File: config.mk
export PLATFORM = sky130hd
export DESIGN_NAME = decode_stage_flat
export DESIGN_NICKNAME = d
export VERILOG_FILES = /design/src/logic/rv_core_pkg.sv /design/src/logic/pipe_ifaces.sv /design/src/logic/decode_stage.sv /design/src/flat_wrapper.sv
export SDC_FILE = /design/constraint.sdc
export NUM_CORES = 1
export LEC_CHECK = 0
export BUFFER_PORTS_ARGS = -buffer_cell sky130_fd_sc_hd__buf_4
export CAP_MARGIN = 10
export CORE_AREA = 2 2 289 291
export CTS_CLUSTER_SIZE = 25
export DETAILED_ROUTE_END_ITERATION = 7
export DIE_AREA = 0 0 291 293
export HOLD_SLACK_MARGIN = 0.12
export SLEW_MARGIN = 0
export SYNTH_ARGS = -nofsm -noshare
export SYNTH_HDL_FRONTEND = slang
export SYNTH_SLANG_ARGS = --single-unit
File: constraint.sdc
create_clock -name clock -period 4.95 [get_ports clock]
set_input_delay 0.99 -clock clock [delete_from_list [all_inputs] [get_ports clock]]
set_output_delay 0.99 -clock clock [all_outputs]
set_load 0.02 [all_outputs]
File: src/logic/rv_core_pkg.sv
package rv_core_pkg;

	localparam int xlen = 64;
	localparam int addr_w = 64;
	localparam int reg_idx_w = 5;

	localparam logic [31:0] nop_instr = 32'h0000_0013; // addi x0, x0, 0
	localparam logic [6:0] trap_opcode = 7'h6b;

	localparam logic [6:0] op_reg = 7'h33;
	localparam logic [6:0] op_imm = 7'h13;
	localparam logic [6:0] op_lui = 7'h37;
	localparam logic [6:0] op_auipc = 7'h17;
	localparam logic [6:0] op_jal = 7'h6f;
	localparam logic [6:0] op_branch = 7'h63;

	// branch kind carried from decode to execute
	localparam logic [1:0] br_none = 2'd0;
	localparam logic [1:0] br_eq = 2'd1;
	localparam logic [1:0] br_ne = 2'd2;
	localparam logic [1:0] br_lt = 2'd3;

	typedef enum logic [2:0] {
		alu_add,
		alu_sub,
		alu_and,
		alu_or,
		alu_xor,
		alu_slt,
		alu_pass_b // lui
	} alu_op_t;

	typedef union packed {
		struct packed {
			logic [6:0] funct7;
			logic [4:0] rs2;
			logic [4:0] rs1;
			logic [2:0] funct3;
			logic [4:0] rd;
			logic [6:0] opcode;
		} r_view;
		struct packed {
			logic [19:0] imm; // upper immediate of lui and auipc
			logic [4:0] rd;
			logic [6:0] opcode;
		} u_view;
	} instr_word_t;

endpackage

File: src/logic/pipe_ifaces.sv
`timescale 1ns/1ns

interface issue_if;
	logic valid;
	logic [rv_core_pkg::addr_w-1:0] pc;
	logic [31:0] instr;
	rv_core_pkg::alu_op_t alu_op;
	logic [rv_core_pkg::xlen-1:0] operand_a;
	logic [rv_core_pkg::xlen-1:0] operand_b;
	logic [rv_core_pkg::xlen-1:0] rs2_value; // branch compare source
	logic [rv_core_pkg::reg_idx_w-1:0] rd;
	logic reg_wen;
	logic [1:0] branch_kind;
	logic jump;
	logic [rv_core_pkg::addr_w-1:0] target_offset;

	modport decode (output valid, pc, instr, alu_op, operand_a, operand_b, rs2_value,
		rd, reg_wen, branch_kind, jump, target_offset);
	modport execute (input valid, pc, instr, alu_op, operand_a, operand_b, rs2_value,
		rd, reg_wen, branch_kind, jump, target_offset);
endinterface


interface bypass_if;
	logic valid;
	logic [rv_core_pkg::reg_idx_w-1:0] rd;
	logic wen;
	logic [rv_core_pkg::xlen-1:0] data;

	modport driver (output valid, rd, wen, data);
	modport reader (input valid, rd, wen, data);
endinterface

File: src/logic/decode_stage.sv
`timescale 1ns/1ns

module decode_stage (
	input  logic clock,
	input  logic reset,
	input  logic fetch_valid,
	input  logic [rv_core_pkg::addr_w-1:0] fetch_pc,
	input  logic [31:0] fetch_instr,
	input  logic redirect_valid,
	output logic [rv_core_pkg::reg_idx_w-1:0] rs1_index,
	output logic [rv_core_pkg::reg_idx_w-1:0] rs2_index,
	input  logic [rv_core_pkg::xlen-1:0] rs1_value,
	input  logic [rv_core_pkg::xlen-1:0] rs2_value,
	issue_if.decode issue,
	bypass_if.reader ex_bypass,
	bypass_if.reader wb_bypass
);

	localparam int xlen = rv_core_pkg::xlen;

	rv_core_pkg::instr_word_t word;
	logic [6:0] opcode;
	logic [6:0] funct7;
	logic [2:0] funct3;
	logic [4:0] rd;
	logic [4:0] rs1;
	logic [4:0] rs2;
	logic [xlen-1:0] imm_i, imm_b, imm_j, imm_u;
	logic ex_hit1, ex_hit2, wb_hit1, wb_hit2;
	logic [xlen-1:0] rs1_fwd, rs2_fwd;
	rv_core_pkg::alu_op_t alu_op;
	logic [xlen-1:0] operand_a, operand_b;
	logic [rv_core_pkg::addr_w-1:0] target_offset;
	logic reg_wen, jump;
	logic [1:0] branch_kind;

	function automatic rv_core_pkg::alu_op_t alu_func(input logic [2:0] f3, input logic alt);
		case (f3)
			3'b000: alu_func = alt ? rv_core_pkg::alu_sub : rv_core_pkg::alu_add;
			3'b010: alu_func = rv_core_pkg::alu_slt;
			3'b100: alu_func = rv_core_pkg::alu_xor;
			3'b110: alu_func = rv_core_pkg::alu_or;
			3'b111: alu_func = rv_core_pkg::alu_and;
			default: alu_func = rv_core_pkg::alu_add;
		endcase
	endfunction

	assign word = (fetch_valid && !redirect_valid) ? fetch_instr : rv_core_pkg::nop_instr;
	assign opcode = word.r_view.opcode;
	assign funct7 = word.r_view.funct7;
	assign funct3 = word.r_view.funct3;
	assign rd = word.r_view.rd;
	assign rs1 = word.r_view.rs1;
	assign rs2 = word.r_view.rs2;

	assign imm_i = {{(xlen-12){funct7[6]}}, funct7, rs2};
	assign imm_b = {{(xlen-13){funct7[6]}}, funct7[6], rd[0], funct7[5:0], rd[4:1], 1'b0};
	assign imm_j = {{(xlen-21){funct7[6]}}, funct7[6], rs1, funct3, rs2[0], funct7[5:0],
		rs2[4:1], 1'b0};
	assign imm_u = {{(xlen-32){word.u_view.imm[19]}}, word.u_view.imm, 12'b0};

	// trap reports x10
	assign rs1_index = (opcode == rv_core_pkg::trap_opcode) ? 5'd10 : rs1;
	assign rs2_index = rs2;

	// execute result wins over writeback
	assign ex_hit1 = ex_bypass.valid && ex_bypass.wen && ex_bypass.rd == rs1_index;
	assign ex_hit2 = ex_bypass.valid && ex_bypass.wen && ex_bypass.rd == rs2_index;
	assign wb_hit1 = wb_bypass.valid && wb_bypass.wen && wb_bypass.rd == rs1_index;
	assign wb_hit2 = wb_bypass.valid && wb_bypass.wen && wb_bypass.rd == rs2_index;
	assign rs1_fwd = (rs1_index == '0) ? '0 : ex_hit1 ? ex_bypass.data :
		wb_hit1 ? wb_bypass.data : rs1_value;
	assign rs2_fwd = (rs2_index == '0) ? '0 : ex_hit2 ? ex_bypass.data :
		wb_hit2 ? wb_bypass.data : rs2_value;

	always_comb begin
		alu_op = rv_core_pkg::alu_add;
		operand_a = rs1_fwd;
		operand_b = '0;
		target_offset = '0;
		reg_wen = 1'b0;
		jump = 1'b0;
		branch_kind = rv_core_pkg::br_none;
		case (opcode)
			rv_core_pkg::op_reg: begin
				alu_op = alu_func(funct3, funct7[5]);
				operand_b = rs2_fwd;
				reg_wen = 1'b1;
			end
			rv_core_pkg::op_imm: begin
				alu_op = alu_func(funct3, 1'b0);
				operand_b = imm_i;
				reg_wen = 1'b1;
			end
			rv_core_pkg::op_lui: begin
				alu_op = rv_core_pkg::alu_pass_b;
				operand_b = imm_u;
				reg_wen = 1'b1;
			end
			rv_core_pkg::op_auipc: begin
				operand_a = fetch_pc;
				operand_b = imm_u;
				reg_wen = 1'b1;
			end
			rv_core_pkg::op_jal: begin
				operand_a = fetch_pc;
				operand_b = xlen'(4); // link value
				target_offset = imm_j;
				jump = 1'b1;
				reg_wen = 1'b1;
			end
			rv_core_pkg::op_branch: begin
				operand_b = rs2_fwd;
				target_offset = imm_b;
				case (funct3)
					3'b000: branch_kind = rv_core_pkg::br_eq;
					3'b001: branch_kind = rv_core_pkg::br_ne;
					3'b100: branch_kind = rv_core_pkg::br_lt;
					default: branch_kind = rv_core_pkg::br_none;
				endcase
			end
			default: reg_wen = 1'b0; // trap and unknown opcodes pass rs1 through
		endcase
	end

	always_ff @(posedge clock) begin
		if (reset)
			issue.valid <= 1'b0;
		else
			issue.valid <= fetch_valid && !redirect_valid;
	end

	always_ff @(posedge clock) begin
		issue.pc <= fetch_pc;
		issue.instr <= word;
		issue.alu_op <= alu_op;
		issue.operand_a <= operand_a;
		issue.operand_b <= operand_b;
		issue.rs2_value <= rs2_fwd;
		issue.rd <= rd;
		issue.reg_wen <= reg_wen && (rd != '0);
		issue.branch_kind <= branch_kind;
		issue.jump <= jump;
		issue.target_offset <= target_offset;
	end

endmodule

File: src/flat_wrapper.sv
// flat-port wrapper written by rule: the top's interface ports become plain ports
module decode_stage_flat 
  (clock, reset, fetch_valid, fetch_pc, fetch_instr, redirect_valid, rs1_index, rs2_index, rs1_value, rs2_value, issue_valid, issue_pc, issue_instr, issue_alu_op, issue_operand_a, issue_operand_b, issue_rs2_value, issue_rd, issue_reg_wen, issue_branch_kind, issue_jump, issue_target_offset, ex_bypass_valid, ex_bypass_rd, ex_bypass_wen, ex_bypass_data, wb_bypass_valid, wb_bypass_rd, wb_bypass_wen, wb_bypass_data);
  issue_if issue_i ();
  bypass_if ex_bypass_i ();
  bypass_if wb_bypass_i ();
  input  logic clock;
  input  logic reset;
  input  logic fetch_valid;
  input  logic [rv_core_pkg::addr_w-1:0] fetch_pc;
  input  logic [31:0] fetch_instr;
  input  logic redirect_valid;
  output logic [rv_core_pkg::reg_idx_w-1:0] rs1_index;
  output logic [rv_core_pkg::reg_idx_w-1:0] rs2_index;
  input  logic [rv_core_pkg::xlen-1:0] rs1_value;
  input  logic [rv_core_pkg::xlen-1:0] rs2_value;
  output wire logic [$bits(issue_i.valid)-1:0] issue_valid;
  output wire logic [$bits(issue_i.pc)-1:0] issue_pc;
  output wire logic [$bits(issue_i.instr)-1:0] issue_instr;
  output wire logic [$bits(issue_i.alu_op)-1:0] issue_alu_op;
  output wire logic [$bits(issue_i.operand_a)-1:0] issue_operand_a;
  output wire logic [$bits(issue_i.operand_b)-1:0] issue_operand_b;
  output wire logic [$bits(issue_i.rs2_value)-1:0] issue_rs2_value;
  output wire logic [$bits(issue_i.rd)-1:0] issue_rd;
  output wire logic [$bits(issue_i.reg_wen)-1:0] issue_reg_wen;
  output wire logic [$bits(issue_i.branch_kind)-1:0] issue_branch_kind;
  output wire logic [$bits(issue_i.jump)-1:0] issue_jump;
  output wire logic [$bits(issue_i.target_offset)-1:0] issue_target_offset;
  input wire logic [$bits(ex_bypass_i.valid)-1:0] ex_bypass_valid;
  input wire logic [$bits(ex_bypass_i.rd)-1:0] ex_bypass_rd;
  input wire logic [$bits(ex_bypass_i.wen)-1:0] ex_bypass_wen;
  input wire logic [$bits(ex_bypass_i.data)-1:0] ex_bypass_data;
  input wire logic [$bits(wb_bypass_i.valid)-1:0] wb_bypass_valid;
  input wire logic [$bits(wb_bypass_i.rd)-1:0] wb_bypass_rd;
  input wire logic [$bits(wb_bypass_i.wen)-1:0] wb_bypass_wen;
  input wire logic [$bits(wb_bypass_i.data)-1:0] wb_bypass_data;
  assign issue_valid = issue_i.valid;
  assign issue_pc = issue_i.pc;
  assign issue_instr = issue_i.instr;
  assign issue_alu_op = issue_i.alu_op;
  assign issue_operand_a = issue_i.operand_a;
  assign issue_operand_b = issue_i.operand_b;
  assign issue_rs2_value = issue_i.rs2_value;
  assign issue_rd = issue_i.rd;
  assign issue_reg_wen = issue_i.reg_wen;
  assign issue_branch_kind = issue_i.branch_kind;
  assign issue_jump = issue_i.jump;
  assign issue_target_offset = issue_i.target_offset;
  assign ex_bypass_i.valid = ex_bypass_valid;
  assign ex_bypass_i.rd = ex_bypass_rd;
  assign ex_bypass_i.wen = ex_bypass_wen;
  assign ex_bypass_i.data = ex_bypass_data;
  assign wb_bypass_i.valid = wb_bypass_valid;
  assign wb_bypass_i.rd = wb_bypass_rd;
  assign wb_bypass_i.wen = wb_bypass_wen;
  assign wb_bypass_i.data = wb_bypass_data;
  decode_stage u_core (.clock(clock), .reset(reset), .fetch_valid(fetch_valid), .fetch_pc(fetch_pc), .fetch_instr(fetch_instr), .redirect_valid(redirect_valid), .rs1_index(rs1_index), .rs2_index(rs2_index), .rs1_value(rs1_value), .rs2_value(rs2_value), .issue(issue_i), .ex_bypass(ex_bypass_i), .wb_bypass(wb_bypass_i));
endmodule
==> results by group <==
Worst setup path
  • Crit path DAT: approximately 2.5 ns
  • Crit-path leading delay family: simple AND/OR/NAND/NOR gates
  • Crit-path max cell delay: 0.54 ns
  • Crit path cell chain: buf_4 > nor2b_4 > nand2_1 > inv_1 > buf_4
  • Slowest CP cell: nand2_1
  • Worst path bufs/invs: 3
  • CP Class: input pin to primary output
  • CP Max Fanout: 17
  • WP data required: 3.96 ns
  • CP Capture Type: primary output
  • Startpoint type of the worst setup path: input pin
  • Critical Path Most Common Cell: buf_4

Timing
  • # setup viols final: 0
  • Hold Violations, Final: 0
  • Crit path time final: 3.46 ns
  • Max Slew Vio Count: 0
  • Final Cycle Share: 69.9%
  • RSZ-0062 raised after global routing: false
  • Slew @ Worst Pin: just under 0.8 ns
  • Hold WS: around 0.54 ns
  • Setup TNS: 0 ns
  • Fmax: 289 MHz
  • Rel. slew slack: 46.9%

Clock tree
  • Clock transition at the registers of the reported paths: 0.06 ns
  • Postcts setup bufs: 0
  • PostCTS Resize Cnt: 0
  • CTS tree: yes
  • CTS Hold Buffers Added: 0
  • H-Tree Depth: 2
  • Sink Count: 316
  • Root Driver: clkbuf_16
  • CTS buffer count: 39
  • Clock Tree Buf Depth: 3

Pwr
  • Peak VDD IR: 204 uV
  • Pwr Density: 319 nW/um^2
  • Total power: 6.38 mW
  • Leakage power total: 9.72 nW

Logic synthesis
  • Proportion of synthesized area in mux cells: 10.5%
  • Main combinational cell family by area after synthesis: compound AO/OA/AOI/OAI gates
  • Gate Count Post-Synth: 1263
  • Mapped Nets: 1633
  • Compound-Gate Fraction of Synth Area: 20.0%
  • Sequential share of the synthesized area: 50.9%
  • Post-Synth Adder-Cell Area: 0%
  • Post-synth EDFFs: 0
  • Biggest area consumer among synthesized cells: dfxtp_1
  • Synthesized cell area: 12400 um^2
  • Xor and xnor area share after synthesis: less than 1%
  • Distinct cells, synth: 55
  • Post-synth ARST share: 0%
  • Flops & latches, synth: between 300 and 400
  • Simple-Gate Fraction of Synth Area: under 10%
  • Area share of the largest cell type after synthesis: 50.9%
  • Warnings, synthesis: 0
  • Ys flop type: dfxtp_1
  • Mean Syn Cell Area: roughly 9.8 um^2
  • Largest cells by area after synthesis: dfxtp_1 (51%), mux2i_1 (10%), nand2_1 (3.9%)

Cells and area
  • Finished Cell Area: roughly 20000 um^2
  • Area grow syn2layout: 60.7%
  • Final Non-Filler Cells: 3022
  • Nets: 2293
  • Layout cells sized above 1: 43.2%
  • Fillers: around 9000

Route
  • WL/cell: 21.6 um
  • Remaining DRCs: 0
  • Post-detailed-route count of antenna-violating nets: 0
  • DRT iter0 DRCs: 531
  • Post-DR vias/cell: 4.05
  • Routed wire length: 65400 um
  • Drt first pass iters: 6
  • Total number of vias: 12253

Die
  • Die Height: 293 um
  • Core area: 81800 um^2
  • DIE WIDTH: 291 um
  • Starting density of the core: 15.2%
  • FP Rows: 105
  • Die area: between 80000 and 90000 um^2
  • Top Ports: about 750

GRT
  • GRT Overall Usage: 14.5%
  • Total global routing overflow: 0
  • Vias in the first global route: between 10000 and 15000
  • Antenna violations before repair: 6
  • First-pass GRT wire length: between 80000 and 90000 um
  • Largest net degree at the start of global routing: 87

Placed design
  • Inst Count DP: 2951
  • Dpl hpwl: approximately 52000 um
  • Gpl congestion: 0.858
  • Placed Area: roughly 19000 um^2
  • Port bufs: 743

Hold path
  • Worst Hold Launch: fetch_pc[58]
  • Hold path cells: 1
  • WHS Endpoint: u_core.issue.pc[58]
  • HP Class: input pin to register

Run
  • Max_cap viols: 0

Run status
  • Status: finished, final reports clean
stage by stage:
step / setup WS, ns / utilization, %
6_report: 1.49 / 24.4
5_1_grt: 1.39 / 24.4
4_1_cts: 1.50 / 24.4
3_5_place_dp: 1.20 / 22.9
3_3_place_gp: 1.27 / 22.9
2_1_floorplan: 1.85 / -
registers in the layout (all words and copies together) (netlist names), 2 cells and up:
register                    count
u_core.issue.target_offset     20
u_core.issue.operand_a         64
u_core.issue.operand_b         64
u_core.issue.alu_op             3
u_core.issue.branch_kind        2
u_core.issue.instr             32
u_core.issue.rs2_value         64
u_core.issue.pc                64
metal layers:
layer | up-vias | global-route usage (%) | part of all wire, %
met4 | 4 | 6.32 | 4.1
met5 | - | 0 | 0.040
met3 | 108 | 4.52 | 8.2
met2 | 632 | 24.4 | 48
li1 | 5733 | - | -
met1 | 5776 | 17.0 | 40
where the power goes:
group          total [mW]  switching, mW  internal (mW)
combinational       0.949          0.506          0.443
sequential           2.69         0.0385           2.65
clock                2.73           1.16           1.57
worst max-delay path by stage:
stage	end	slack [ns]	startpoint	depth (start not counted)
2_1_floorplan	rs1_index[4]	1.85	fetch_valid	6
3_3_place_gp	u_core.issue.operand_b[30]	1.27	redirect_valid	8
3_5_place_dp	u_core.issue.operand_b[1]	1.20	redirect_valid	9
4_1_cts	rs2_index[1]	1.50	fetch_valid	5
5_1_grt	rs2_index[1]	1.39	fetch_valid	5
6_report	rs2_index[1]	1.49	fetch_valid	5
cell families after synthesis:
group           count (synthesis)
other cells                     1
mux                           130
xor+xnor                       13
simple gates                  239
compound gates                391
buf+inv                       173
flops                         316
synth_stat cells (2+ instances only):
cell type  number
nor4bb_1        5
nor4_1          3
a22oi_1         6
buf_2          33
nand3b_1        3
buf_4          58
o2bb2ai_1       4
and2_0          5
or3_1           2
nor2b_1         2
a31oi_1         6
inv_1          21
and3b_1         2
buf_1           3
nand4_1         4
a221oi_1       20
a21oi_2         3
a21oi_1        66
nand4b_1        4
o21a_1         38
nand3_1         4
xnor2_1        12
clkbuf_1       41
nor2_1         29
o21ai_0        88
buf_6          17
o211ai_1       34
o32ai_1         5
a22o_1         37
nand2_1       128
and2_1         33
o21ai_1        70
nand2b_1        5
o221ai_1        5
nor3_1          3
mux2i_1       130
dfxtp_1       316
layout make-up:
| cell class | count | area (um^2) | share of cell area, % |
|---|---|---|---|
| Sequential cell | 316 | 6330 | 31.7 |
| Timing Repair Buffer | 771 | 5900 | 29.5 |
| Multi-Input combinational cell | 774 | 5120 | 25.7 |
| Tap cell | 1070 | 1340 | 6.71 |
| Clock buffer | 55 | 1080 | 5.39 |
| Clock inverter | 12 | 108 | 0.539 |
| Inverter | 21 | 78.8 | 0.395 |
| Antenna cell | 3 | 7.51 | 0.0376 |
cells in the final DEF, fill, tap and decap left out, types with 20 or more instances in the layout:
cell type,netlist,layout
buf_4,58,762
dfxtp_1,316,316
mux2i_1,130,130
nand2_1,128,127
o21ai_0,88,88
o21ai_1,70,69
a21oi_1,66,66
clkbuf_16,0,39
o21a_1,38,38
a22o_1,37,37
o211ai_1,34,34
and2_1,33,33
nor2_1,29,28
inv_1,21,21
a221oi_1,20,20
Note: power is estimated with default switching activity, not from simulation.
